## src/istream_defs.svh

```systemverilog
// ------------------------------
// instruction stream sizing macros
// ------------------------------
`ifndef ISTREAM_DEFS_SVH
`define ISTREAM_DEFS_SVH

// 16-bit parcels per fetch block
`define ISTREAM_PARCELS 4

// queue depth in blocks, power of two
`define ISTREAM_SETS 8
`define ISTREAM_INDEX_WIDTH 3

// instructions handed out per cycle
`define ISTREAM_WAYS 4

`endif

```

## src/istream_pkg.sv

```systemverilog
// ------------------------------
// instruction word union and parcel length test
// ------------------------------
package istream_pkg;

    // one 32-bit instruction word, seen whole or as two parcels
    typedef union packed {
        logic [31:0] word;
        // parcel[0] is the low half, the first parcel in memory order
        logic [1:0][15:0] parcel;
    } instr_word_u;

    // ------------------------------
    // length predecode
    // ------------------------------

    // a 32-bit instruction has both low bits set
    function automatic logic parcel_is_compressed(input logic [15:0] parcel);
        return parcel[1:0] != 2'b11;
    endfunction

endpackage

```

## src/istream_if.sv

```systemverilog
// ------------------------------
// predecoded block and head window interfaces
// ------------------------------
`timescale 1ns/1ns
`include "istream_defs.svh"

// one predecoded block, predecoder to queue
interface fetch_block_if;
    logic                                  valid;
    logic [`ISTREAM_PARCELS-1:0][15:0]     parcels;
    logic [`ISTREAM_PARCELS-1:0]           parcel_valid;
    logic [`ISTREAM_PARCELS-1:0]           compressed;
    logic [31:0]                           pc;
    logic                                  full;

    modport src (output valid, parcels, parcel_valid, compressed, pc, input full);
    modport dst (input valid, parcels, parcel_valid, compressed, pc, output full);
endinterface

// two oldest queue sets, queue to aligner
interface istream_window_if;
    logic                                  set0_valid;
    logic                                  set1_valid;
    logic [`ISTREAM_PARCELS-1:0][15:0]     set0_parcels;
    logic [`ISTREAM_PARCELS-1:0][15:0]     set1_parcels;
    logic [`ISTREAM_PARCELS-1:0]           set0_parcel_valid;
    logic [`ISTREAM_PARCELS-1:0]           set1_parcel_valid;
    logic [`ISTREAM_PARCELS-1:0]           set0_compressed;
    logic [`ISTREAM_PARCELS-1:0]           set1_compressed;
    logic [31:0]                           set0_pc;
    logic [31:0]                           set1_pc;
    // sets to retire at the next edge, 0 to 2
    logic [1:0]                            advance;

    modport head (
        output set0_valid, set1_valid, set0_parcels, set1_parcels,
        output set0_parcel_valid, set1_parcel_valid, set0_compressed, set1_compressed,
        output set0_pc, set1_pc,
        input advance
    );
    modport take (
        input set0_valid, set1_valid, set0_parcels, set1_parcels,
        input set0_parcel_valid, set1_parcel_valid, set0_compressed, set1_compressed,
        input set0_pc, set1_pc,
        output advance
    );
endinterface

```

## src/fetch_predecode.sv

```systemverilog
// ------------------------------
// fetch block register with compressed parcel marking
// ------------------------------
`timescale 1ns/1ns
`include "istream_defs.svh"

module fetch_predecode (
    input  logic                                  CLK,
    input  logic                                  nRST,
    input  logic                                  flush,
    input  logic                                  valid_SENQ,
    input  logic [`ISTREAM_PARCELS-1:0]           parcel_valid_SENQ,
    input  logic [`ISTREAM_PARCELS-1:0][15:0]     parcels_SENQ,
    input  logic [31:0]                           PC_SENQ,
    output logic                                  stall_SENQ,
    fetch_block_if.src                            blk
);
    import istream_pkg::*;

    logic                                  load_en;
    logic [`ISTREAM_PARCELS-1:0]           compressed_in;

    // length marks computed as the block enters
    always_comb begin
        for (int i = 0; i < `ISTREAM_PARCELS; i++) begin
            compressed_in[i] = parcel_is_compressed(parcels_SENQ[i]);
        end
    end

    // register frees up when empty or when the queue takes it
    assign load_en    = ~blk.valid | ~blk.full;
    assign stall_SENQ = blk.valid & blk.full;

    always_ff @(posedge CLK, negedge nRST) begin
        if (~nRST) begin
            blk.valid <= 1'b0;
        end else if (flush) begin
            blk.valid <= 1'b0;
        end else if (load_en) begin
            blk.valid <= valid_SENQ;
        end
    end

    always_ff @(posedge CLK) begin
        if (load_en & valid_SENQ) begin
            blk.parcels      <= parcels_SENQ;
            blk.parcel_valid <= parcel_valid_SENQ;
            blk.compressed   <= compressed_in;
            blk.pc           <= PC_SENQ;
        end
    end

endmodule

```

## src/istream_queue.sv

```systemverilog
// ------------------------------
// circular block queue with two-set head window
// ------------------------------
`timescale 1ns/1ns
`include "istream_defs.svh"

module istream_queue (
    input  logic                 CLK,
    input  logic                 nRST,
    input  logic                 flush,
    fetch_block_if.dst           blk,
    istream_window_if.head       win
);
    localparam int IW = `ISTREAM_INDEX_WIDTH;

    // ------------------------------
    // storage and pointers
    // ------------------------------

    logic [`ISTREAM_SETS-1:0]                                 entry_valid;
    logic [`ISTREAM_SETS-1:0][`ISTREAM_PARCELS-1:0][15:0]     entry_parcels;
    logic [`ISTREAM_SETS-1:0][`ISTREAM_PARCELS-1:0]           entry_parcel_valid;
    logic [`ISTREAM_SETS-1:0][`ISTREAM_PARCELS-1:0]           entry_compressed;
    logic [`ISTREAM_SETS-1:0][31:0]                           entry_pc;

    // msb is the wrap bit
    logic [IW:0] enq_ptr;
    logic [IW:0] deq_ptr0;
    logic [IW:0] deq_ptr1;
    logic        enq_fire;

    // same slot, opposite lap
    assign blk.full = (enq_ptr[IW-1:0] == deq_ptr0[IW-1:0]) & (enq_ptr[IW] != deq_ptr0[IW]);
    assign enq_fire = blk.valid & ~blk.full;

    always_ff @(posedge CLK, negedge nRST) begin
        if (~nRST) begin
            entry_valid <= '0;
            enq_ptr     <= '0;
            deq_ptr0    <= '0;
            deq_ptr1    <= (IW+1)'(1);
        end else if (flush) begin
            entry_valid <= '0;
            enq_ptr     <= '0;
            deq_ptr0    <= '0;
            deq_ptr1    <= (IW+1)'(1);
        end else begin
            // retire first, a write to a freed slot still lands
            if (win.advance != 2'd0) begin
                entry_valid[deq_ptr0[IW-1:0]] <= 1'b0;
            end
            if (win.advance == 2'd2) begin
                entry_valid[deq_ptr1[IW-1:0]] <= 1'b0;
            end
            if (enq_fire) begin
                entry_valid[enq_ptr[IW-1:0]] <= 1'b1;
                enq_ptr <= enq_ptr + 1'b1;
            end
            deq_ptr0 <= deq_ptr0 + (IW+1)'(win.advance);
            deq_ptr1 <= deq_ptr1 + (IW+1)'(win.advance);
        end
    end

    always_ff @(posedge CLK) begin
        if (enq_fire) begin
            entry_parcels[enq_ptr[IW-1:0]]      <= blk.parcels;
            entry_parcel_valid[enq_ptr[IW-1:0]] <= blk.parcel_valid;
            entry_compressed[enq_ptr[IW-1:0]]   <= blk.compressed;
            entry_pc[enq_ptr[IW-1:0]]           <= blk.pc;
        end
    end

    // ------------------------------
    // head window
    // ------------------------------

    assign win.set0_valid        = entry_valid[deq_ptr0[IW-1:0]];
    assign win.set1_valid        = entry_valid[deq_ptr1[IW-1:0]];
    assign win.set0_parcels      = entry_parcels[deq_ptr0[IW-1:0]];
    assign win.set1_parcels      = entry_parcels[deq_ptr1[IW-1:0]];
    assign win.set0_parcel_valid = entry_parcel_valid[deq_ptr0[IW-1:0]];
    assign win.set1_parcel_valid = entry_parcel_valid[deq_ptr1[IW-1:0]];
    assign win.set0_compressed   = entry_compressed[deq_ptr0[IW-1:0]];
    assign win.set1_compressed   = entry_compressed[deq_ptr1[IW-1:0]];
    assign win.set0_pc           = entry_pc[deq_ptr0[IW-1:0]];
    assign win.set1_pc           = entry_pc[deq_ptr1[IW-1:0]];

endmodule

```

## src/way_align.sv

```systemverilog
// ------------------------------
// parcel walk and output way registers
// ------------------------------
`timescale 1ns/1ns
`include "istream_defs.svh"

module way_align (
    input  logic                              CLK,
    input  logic                              nRST,
    input  logic                              flush,
    input  logic                              stall_SDEQ,
    istream_window_if.take                    win,
    output logic [`ISTREAM_WAYS-1:0]          valid_by_way_SDEQ,
    output logic [`ISTREAM_WAYS-1:0]          compressed_by_way_SDEQ,
    output logic [`ISTREAM_WAYS-1:0][31:0]    instr_4B_by_way_SDEQ,
    output logic [`ISTREAM_WAYS-1:0][31:0]    PC_by_way_SDEQ
);
    import istream_pkg::*;

    localparam int WIN    = 2 * `ISTREAM_PARCELS;
    localparam int WIN_W  = $clog2(WIN);
    localparam int OFS_W  = $clog2(`ISTREAM_PARCELS);
    localparam int WAY_W  = $clog2(`ISTREAM_WAYS);

    // set0 parcels in the low half
    logic [WIN-1:0][15:0]                  win_parcels;
    logic [WIN-1:0]                        win_pv;
    logic [WIN-1:0]                        win_comp;
    logic [1:0]                            set_valid;
    logic [1:0][31:0]                      set_pc;

    logic [OFS_W-1:0]                      offset;
    // first window position not yet consumed
    logic [WIN_W:0]                        cons;
    logic [1:0]                            scan_adv;
    logic [`ISTREAM_WAYS-1:0]              nxt_valid;
    logic [`ISTREAM_WAYS-1:0]              nxt_comp;
    logic [`ISTREAM_WAYS-1:0][31:0]        nxt_instr;
    logic [`ISTREAM_WAYS-1:0][31:0]        nxt_pc;

    assign win_parcels = {win.set1_parcels, win.set0_parcels};
    assign win_pv      = {win.set1_parcel_valid, win.set0_parcel_valid};
    assign win_comp    = {win.set1_compressed, win.set0_compressed};
    assign set_valid   = {win.set1_valid, win.set0_valid};
    assign set_pc      = {win.set1_pc, win.set0_pc};

    // ------------------------------
    // parcel walk
    // ------------------------------

    always_comb begin
        logic [WAY_W:0]   n;
        logic             pend;
        logic             done;
        logic             emit;
        logic             is_c;
        logic [WIN_W-1:0] low_p;
        logic [WIN_W-1:0] first;
        instr_word_u      w;

        n         = '0;
        pend      = 1'b0;
        done      = 1'b0;
        emit      = 1'b0;
        is_c      = 1'b0;
        low_p     = '0;
        first     = '0;
        w         = '0;
        cons      = (WIN_W+1)'(offset);
        nxt_valid = '0;
        nxt_comp  = '0;
        nxt_instr = '0;
        nxt_pc    = '0;

        for (int p = 0; p < WIN; p++) begin
            if (!done && p >= int'(offset)) begin
                emit = 1'b0;
                if (!set_valid[p / `ISTREAM_PARCELS]) begin
                    // block not queued yet, wait for it
                    done = 1'b1;
                end else if (!win_pv[p]) begin
                    // hole, only counts as consumed between instructions
                    if (!pend) begin
                        cons = (WIN_W+1)'(p + 1);
                    end
                end else if (pend) begin
                    w.parcel[0] = win_parcels[low_p];
                    w.parcel[1] = win_parcels[p];
                    first       = low_p;
                    is_c        = 1'b0;
                    emit        = 1'b1;
                    pend        = 1'b0;
                end else if (win_comp[p]) begin
                    w.parcel[0] = win_parcels[p];
                    w.parcel[1] = 16'h0000;
                    first       = WIN_W'(p);
                    is_c        = 1'b1;
                    emit        = 1'b1;
                end else begin
                    // low half of a 32-bit instruction
                    pend  = 1'b1;
                    low_p = WIN_W'(p);
                end

                if (emit) begin
                    nxt_valid[n[WAY_W-1:0]] = 1'b1;
                    nxt_comp[n[WAY_W-1:0]]  = is_c;
                    nxt_instr[n[WAY_W-1:0]] = w.word;
                    nxt_pc[n[WAY_W-1:0]]    = set_pc[first[WIN_W-1]]
                                              + 32'({first[WIN_W-2:0], 1'b0});
                    cons = (WIN_W+1)'(p + 1);
                    n    = n + 1'b1;
                    if (n == (WAY_W+1)'(`ISTREAM_WAYS)) begin
                        done = 1'b1;
                    end
                end
            end
        end
    end

    // whole sets behind the consumed point
    assign scan_adv    = 2'(cons / `ISTREAM_PARCELS);
    assign win.advance = stall_SDEQ ? 2'd0 : scan_adv;

    // ------------------------------
    // output ways
    // ------------------------------

    always_ff @(posedge CLK, negedge nRST) begin
        if (~nRST) begin
            valid_by_way_SDEQ <= '0;
            offset            <= '0;
        end else if (flush) begin
            valid_by_way_SDEQ <= '0;
            offset            <= '0;
        end else if (~stall_SDEQ) begin
            valid_by_way_SDEQ <= nxt_valid;
            offset            <= cons[OFS_W-1:0];
        end
    end

    always_ff @(posedge CLK) begin
        if (~stall_SDEQ) begin
            compressed_by_way_SDEQ <= nxt_comp;
            instr_4B_by_way_SDEQ   <= nxt_instr;
            PC_by_way_SDEQ         <= nxt_pc;
        end
    end

endmodule

```

## src/istream_top.sv

```systemverilog
// ------------------------------
// instruction stream top level
// ------------------------------
`timescale 1ns/1ns
`include "istream_defs.svh"

module istream_top (
    input  logic                                  CLK,
    input  logic                                  nRST,
    input  logic                                  flush,

    // enqueue side
    input  logic                                  valid_SENQ,
    input  logic [`ISTREAM_PARCELS-1:0]           parcel_valid_SENQ,
    input  logic [`ISTREAM_PARCELS-1:0][15:0]     parcels_SENQ,
    input  logic [31:0]                           PC_SENQ,
    output logic                                  stall_SENQ,

    // dequeue side
    input  logic                                  stall_SDEQ,
    output logic [`ISTREAM_WAYS-1:0]              valid_by_way_SDEQ,
    output logic [`ISTREAM_WAYS-1:0]              compressed_by_way_SDEQ,
    output logic [`ISTREAM_WAYS-1:0][31:0]        instr_4B_by_way_SDEQ,
    output logic [`ISTREAM_WAYS-1:0][31:0]        PC_by_way_SDEQ
);

    fetch_block_if    blk_if ();
    istream_window_if win_if ();

    fetch_predecode predecode0 (
        .CLK               (CLK),
        .nRST              (nRST),
        .flush             (flush),
        .valid_SENQ        (valid_SENQ),
        .parcel_valid_SENQ (parcel_valid_SENQ),
        .parcels_SENQ      (parcels_SENQ),
        .PC_SENQ           (PC_SENQ),
        .stall_SENQ        (stall_SENQ),
        .blk               (blk_if)
    );

    istream_queue queue0 (
        .CLK   (CLK),
        .nRST  (nRST),
        .flush (flush),
        .blk   (blk_if),
        .win   (win_if)
    );

    way_align align0 (
        .CLK                    (CLK),
        .nRST                   (nRST),
        .flush                  (flush),
        .stall_SDEQ             (stall_SDEQ),
        .win                    (win_if),
        .valid_by_way_SDEQ      (valid_by_way_SDEQ),
        .compressed_by_way_SDEQ (compressed_by_way_SDEQ),
        .instr_4B_by_way_SDEQ   (instr_4B_by_way_SDEQ),
        .PC_by_way_SDEQ         (PC_by_way_SDEQ)
    );

endmodule

```

## config.mk

```make
export PLATFORM = sky130hd
export DESIGN_NAME = istream_top
export DESIGN_NICKNAME = d
export VERILOG_FILES = /design/src/istream_pkg.sv /design/src/istream_if.sv /design/src/fetch_predecode.sv /design/src/istream_queue.sv /design/src/way_align.sv /design/src/istream_top.sv
export VERILOG_INCLUDE_DIRS = /design/src /design/src/src
export SDC_FILE = /design/constraint.sdc
export NUM_CORES = 2
export LEC_CHECK = 0
export BUFFER_PORTS_ARGS = -buffer_cell sky130_fd_sc_hd__buf_4
export CAP_MARGIN = 25
export CORE_MARGIN = 8
export CORE_UTILIZATION = 35
export CTS_CLUSTER_DIAMETER = 200
export DETAILED_ROUTE_END_ITERATION = 8
export HOLD_SLACK_MARGIN = 0.02
export SYNTH_ARGS = -nofsm -noshare
export SYNTH_HDL_FRONTEND = slang
export SYNTH_HIERARCHICAL = 1
export SYNTH_SLANG_ARGS = --single-unit
```

## constraint.sdc

```tcl
create_clock -name CLK -period 12.3 [get_ports CLK]
set_input_delay 1.23 -clock CLK [delete_from_list [all_inputs] [get_ports CLK]]
set_output_delay 1.23 -clock CLK [all_outputs]
set_load 0.03 [all_outputs]
```

## Word-level counts from Yosys, hierarchy flattened

Index checks and enable logic that the tools add are counted.

- Output and inout port bits: 265
- Word-level logic and storage cells: 684
- ROM bits: 0
- Register bits: 1,223
- Memories kept: 0
- Bits of input ports: 105
- Latch bits: 0
- Memory bits (writable): 0

- Shift-type cells: 0
- $mul: 0
- Magnitude comparators: 37
- Add/sub/neg operators: 17
- Reduce and logical (&&, ||, !) cells: 17
- Equality and inequality tests: 14
- Mux-type cells: 501
- Divide/modulo/power cells: 0
- Bitwise logic cells: 19

Operator list:

| operator | number |
|---|---|
| $mux W128 | 28 |
| $mux W32 | 74 |
| $bwmux W128 | 14 |
| $bwmux W512 | 1 |
| $demux W32 S2 | 7 |
| $bmux W64 S3 | 2 |
| $mux W4 | 77 |
| $bmux W16 S3 | 6 |
| $add A32 B3 Y32 | 8 |
| $bwmux W256 | 1 |
| $mux W3 | 82 |
| $bmux W32 S3 | 2 |
| $demux W64 S3 | 1 |
| $mux W64 | 3 |
| $mux W1 | 157 |
| $mux W16 | 7 |
| $demux W32 S3 | 1 |
| $bwmux W32 | 2 |
| $bmux W4 S3 | 4 |
| $mux W8 | 6 |
| $lt A3 B4 Y1 const B | 9 |
| $bwmux W4 | 7 |
| $or A4 B4 Y4 | 6 |
| $eq A3 B3 Y1 const B | 6 |
| 31 further kinds | 94 |

## Logic depth before layout (Yosys ltp)

- Word-level depth: 53
- Depth in mapped cells: 49
- Mapped depth without buffers: 42

## Hierarchy

The synthesis kept the hierarchy.

Modules (own cells, without submodules):

| module | sequential area each (um^2) | times used | area an instance (um^2) | cells each |
|---|---|---|---|---|
| way_align | 7,957.6 | 1 | 39,803.2 | 5,813 |
| istream_queue | 25,460.7 | 1 | 38,775.9 | 2,307 |
| fetch_predecode | 3,148.0 | 1 | 3,189.3 | 113 |

## Worst setup path before layout

OpenSTA, ideal clock, no wires.

- Path kind: register to register
- Start point: register queue0.deq_ptr0[2]
- End point: register align0/PC_by_way_SDEQ[26] in the netlist's numbering (data pin)
- Data required time: 12.032 ns
- Stages on the path, launching flop included: 45
- Period minus slack after synthesis: 9.515 ns
- Setup slack: 2.785 ns
- Library setup time: 0.268 ns
- Buffers on the path: 10
- Data arrival time: 9.247 ns
- Cells stage by stage: dfrtp_1 buf_6 buf_12 buf_6 mux2_2 a221oi_1 o21ai_0 or3b_1 clkbuf_1 nor2_1 o21a_1 nand2_1 inv_2 clkbuf_1 ha_1 nand2_1 a21oi_1 o31ai_2 [9 not listed] o41ai_2 a21o_1 a32o_1 nor3_4 buf_4 a31o_2 buf_2 buf_1 a22oi_1 ha_1 a21oi_1 nor3_1 and2_1 clkbuf_1 nand3_1 xnor2_1 a21oi_1 o22ai_1

RTL lines:

| element | RTL line | text |
|---|---|---|
| start, declared | istream_queue.sv:28 | `logic [IW:0] deq_ptr0;` |
| start signal, assigned | istream_queue.sv:59 | `deq_ptr0 <= deq_ptr0 + (IW+1)'(win.advance);` |
| end signal, assigned | way_align.sv:146 | `PC_by_way_SDEQ <= nxt_pc;` |
| end, declared | way_align.sv:16 | `` output logic [`ISTREAM_WAYS-1:0][31:0] PC_by_way_SDEQ `` |

==> impl_metrics.py <==
metrics = {
    "finish": {
        "utilization": 0.403,
        "syn_to_final_growth_pct": 14.6,
        "postLayoutCellArea_um2": 93700,
        "final_cells": 11600,
        "final_common_cell": "edfxtp_1",
        "num-nets-final": 8569,
        "final_layout_size_suffix_gt1_frac": 0.193,
        "final_cell_mix": "edfxtp_1 (1196), nand2_1 (1193), buf_4 (817), nor2_1 (589), a21oi_1 (567)",
    },
    "detailed_routing": {
        "num_vias": 79900,
        "wirelength_mm": 484,
        "viasPerCell": 6.91,
        "initialDrtViolationCount": 13100,
        "first_pass_iters": 7,
        "drtAntennaViolNets": 0,
        "wl_per_cell_um": 41.9,
        "drc": 0,
    },
    "sta": {
        "finalMaxSlewViolations": 0,
        "relSlewSlack": 0.0867,
        "post-route-min-period_ns": 11.64,
        "skew_ns": 0.0338,
        "finalSetupViolations": 0,
        "tightest_slew_ns": 1.37,
        "fmax_mhz": 85.9,
        "rsz0062_at_grt": "no",
        "post-route-period-util": 0.946,
        "hold_violations": 0,
        "fin_tns_setup_ns": 0,
        "hold_ws_ns": 0.365,
    },
    "synth": {
        "synthTopCellsByArea": "edfxtp_1 (44%), mux4_2 (7.1%), nand2_1 (5.5%), o21ai_0 (3.6%), a21oi_1 (3.5%)",
        "async_flop_share": 0.0213,
        "yosysUniqueCellTypes": 129,
        "synth-edff-count": 1196,
        "ys_ff_latch": 1222,
        "syn-num-nets": 8391,
        "netlist_area_um2": 81800,
        "synth_top_area_cell": "edfxtp_1",
        "avgSynthCellArea_um2": 9.93,
        "ys.flop_type": "edfxtp_1",
        "yosysTopAreaCellShare": 0.439,
        "ys_seq_area_frac": 0.447,
        "yosysWarnings": 6,
        "syn-instance-count": 8233,
    },
    "hold_path": {
        "hold_class": "in2async",
    },
    "cts": {
        "cts_root_buf": "clkbuf_16",
        "clk_path_buf_depth": 3,
        "cts_buffers": 136,
        "post_cts_resize_count": 0,
        "clk_latency_ns": 0.83,
        "cts_setup_buffers": 0,
        "cts.clk_slew.worst_paths_ns": 0.07,
        "cts_sinks": 1222,
        "htree_num_levels": 4,
        "cts_tree": "built",
        "holdBufCountCts": 0,
    },
    "die": {
        "io_pins": 370,
        "rows": 177,
        "die_w_um": 499,
        "start_util": 0.352,
        "core_um2": 233000,
        "dieArea_um2": 249000,
        "die_h_um": 499,
    },
    "grt": {
        "grt_pass1_wl_mm": 652,
        "grt_max_degree": 110,
        "gr-total-overflow": 0,
        "grt_pass1_vias": 73600,
        "grt.total_usage": 0.369,
        "antenna_found_initial": 41,
    },
    "critical_path": {
        "cp-start-kind": "flip-flop",
        "crit_arrival_ns": 12.14,
        "cp_max_fo": 38,
        "cpPeakStageDelay_ns": 0.90,
        "cp.required_ns": 12.80,
        "worst_path_most_repeated_cell": "ha_1",
        "critical_path.endpoint_type": "flip-flop",
        "slowest_stage": "dfrtp_4",
        "critical_path_class": "reg2reg",
    },
    "job": {
        "maxCapViolCount": 0,
    },
    "placement": {
        "port_buffers": 369,
        "dp_hpwl_mm": 354,
        "gp_congestion": 1.06,
        "dpl_cell_area_um2": 89000,
        "dp.cells": 11300,
    },
    "power_and_ir_drop": {
        "powerDensity_nw_per_um2": 127,
        "p_leak_nw": 31.0,
        "internal-power_mw": 7.82,
        "p_sw_frac": 0.345,
        "p_sw_mw": 4.11,
        "pwr-share-clk": 0.345,
        "combPwrFrac": 0.252,
        "pwr-share-seq": 0.403,
        "max-vdd-ir-drop_mv": 0.107,
    },
    "status": {
        "outcome": "completed",
    },
}
-- cells by family (layout without fill, tap and decap cells) --
family	Yosys count	in the layout	synth area share
XOR/XNOR	258	258	0.0285
multiplexers	541	541	0.108
AND/OR/NAND/NOR	2505	2505	0.133
adder cells (fa/ha/maj)	54	54	0.00897
flip-flops	1222	1222	0.447
buffers and inverters	889	1168	0.0472
AO/OA/AOI/OAI	2764	2764	0.227
other	0	9	0
-- final timing paths --
| kind | from | end | slack (ns) | cells after the start |
|---|---|---|---|---|
| min reg2reg | queue0/enq_ptr[3]$_DFFE_PN0P_ | queue0/enq_ptr[3]$_DFFE_PN0P_ | 0.57 | 2 |
| max in group asynchronous | nRST | queue0/deq_ptr1[1]$_DFF_PN0_ | 11.44 | 1 |
| max reg2reg | queue0/deq_ptr0[0]$_DFF_PN0_ | align0/PC_by_way_SDEQ[126]$_DFFE_PN_ | 0.66 | 38 |
| min in group CLK | queue0/enq_ptr[3]$_DFFE_PN0P_ | queue0/enq_ptr[3]$_DFFE_PN0P_ | 0.57 | 2 |
| max | queue0/deq_ptr0[0]$_DFF_PN0_ | align0/PC_by_way_SDEQ[126]$_DFFE_PN_ | 0.66 | 38 |
| min | nRST | align0/valid_by_way_SDEQ[1]$_DFFE_PN0P_ | 0.37 | 1 |
-- cells in the mapped netlist (all sizes together), types with 104 or more instances --
cell type,count
a211oi,263
a21oi,575
a221oi,144
a22oi,147
buf,300
clkbuf,512
edfxtp,1196
mux2,122
mux2i,160
mux4,259
nand2,1210
nand3,214
nor2,611
nor3,198
o211ai,271
o21ai,686
xnor2,154
xor2,104
-- routing by layer --
| layer | wire [um] | vias up | global-route usage | share of wire |
|---|---|---|---|---|
| met5 | 227 | - | 0 | 0.00047 |
| met2 | 192000 | 6509 | 0.509 | 0.40 |
| met3 | 71000 | 1094 | 0.149 | 0.15 |
| met1 | 199000 | 40100 | 0.520 | 0.41 |
| li1 | - | 32200 | - | - |
| met4 | 21600 | 32 | 0.133 | 0.045 |
-- critical path, delay by kind of cell, from the launching register on --
family          cells  cell delay [ns]
compound gates     13             4.20
xor+xnor            1             0.17
fa+ha+maj           6             1.82
buf+inv             7             1.38
flops               1             0.90
mux                 1             0.27
simple gates       10             2.51
-- final cells by class --
| cell class | instances | area [um2] |
|---|---|---|
| inverters | 77 | 299 |
| clock inverters | 78 | 973 |
| clock buffers | 161 | 3540 |
| repair buffers | 852 | 6590 |
| multi-input cells | 6122 | 41900 |
| flip-flops and latches | 1222 | 36600 |
| well taps | 3043 | 3810 |
| fillers | 22600 | 139000 |
| diodes | 9 | 22.5 |
-- power groups by stage --
stage / registers [mW] / logic (mW) / clock network, mW
finish: 4.81 / 3.01 / 4.11
global route: 4.82 / 3.00 / 4.31
CTS: 4.81 / 2.81 / 4.17
detailed placement: 4.90 / 2.80 / 0
global placement: 4.89 / 2.81 / 0
floorplan: 4.94 / 1.36 / 0
-- state kept, by name, indices dropped and copies added (netlist names) --
register                       count
queue0/entry_pc                  256
queue0/entry_valid                 8
predecode0/blk.parcel_valid        4
align0/compressed_by_way_SDEQ      4
predecode0/blk.parcels            64
queue0/enq_ptr                     4
predecode0/blk.pc                 32
queue0/entry_parcels             512
align0/PC_by_way_SDEQ            128
queue0/deq_ptr0                    4
queue0/deq_ptr1                    3
queue0/entry_parcel_valid         32
align0/instr_4B_by_way_SDEQ      128
align0/offset                      2
align0/valid_by_way_SDEQ           4
predecode0/blk.valid               1
predecode0/blk.compressed          4
queue0/entry_compressed           32
-- per-stage QoR --
step	power [mW]	setup WS, ns
global route	12.1	0.185
CTS	11.8	0.913
finish	11.9	0.660
detailed placement	7.70	1.03
floorplan	6.31	2.78
global placement	7.71	1.10
Power figures use the tool's default switching activity.
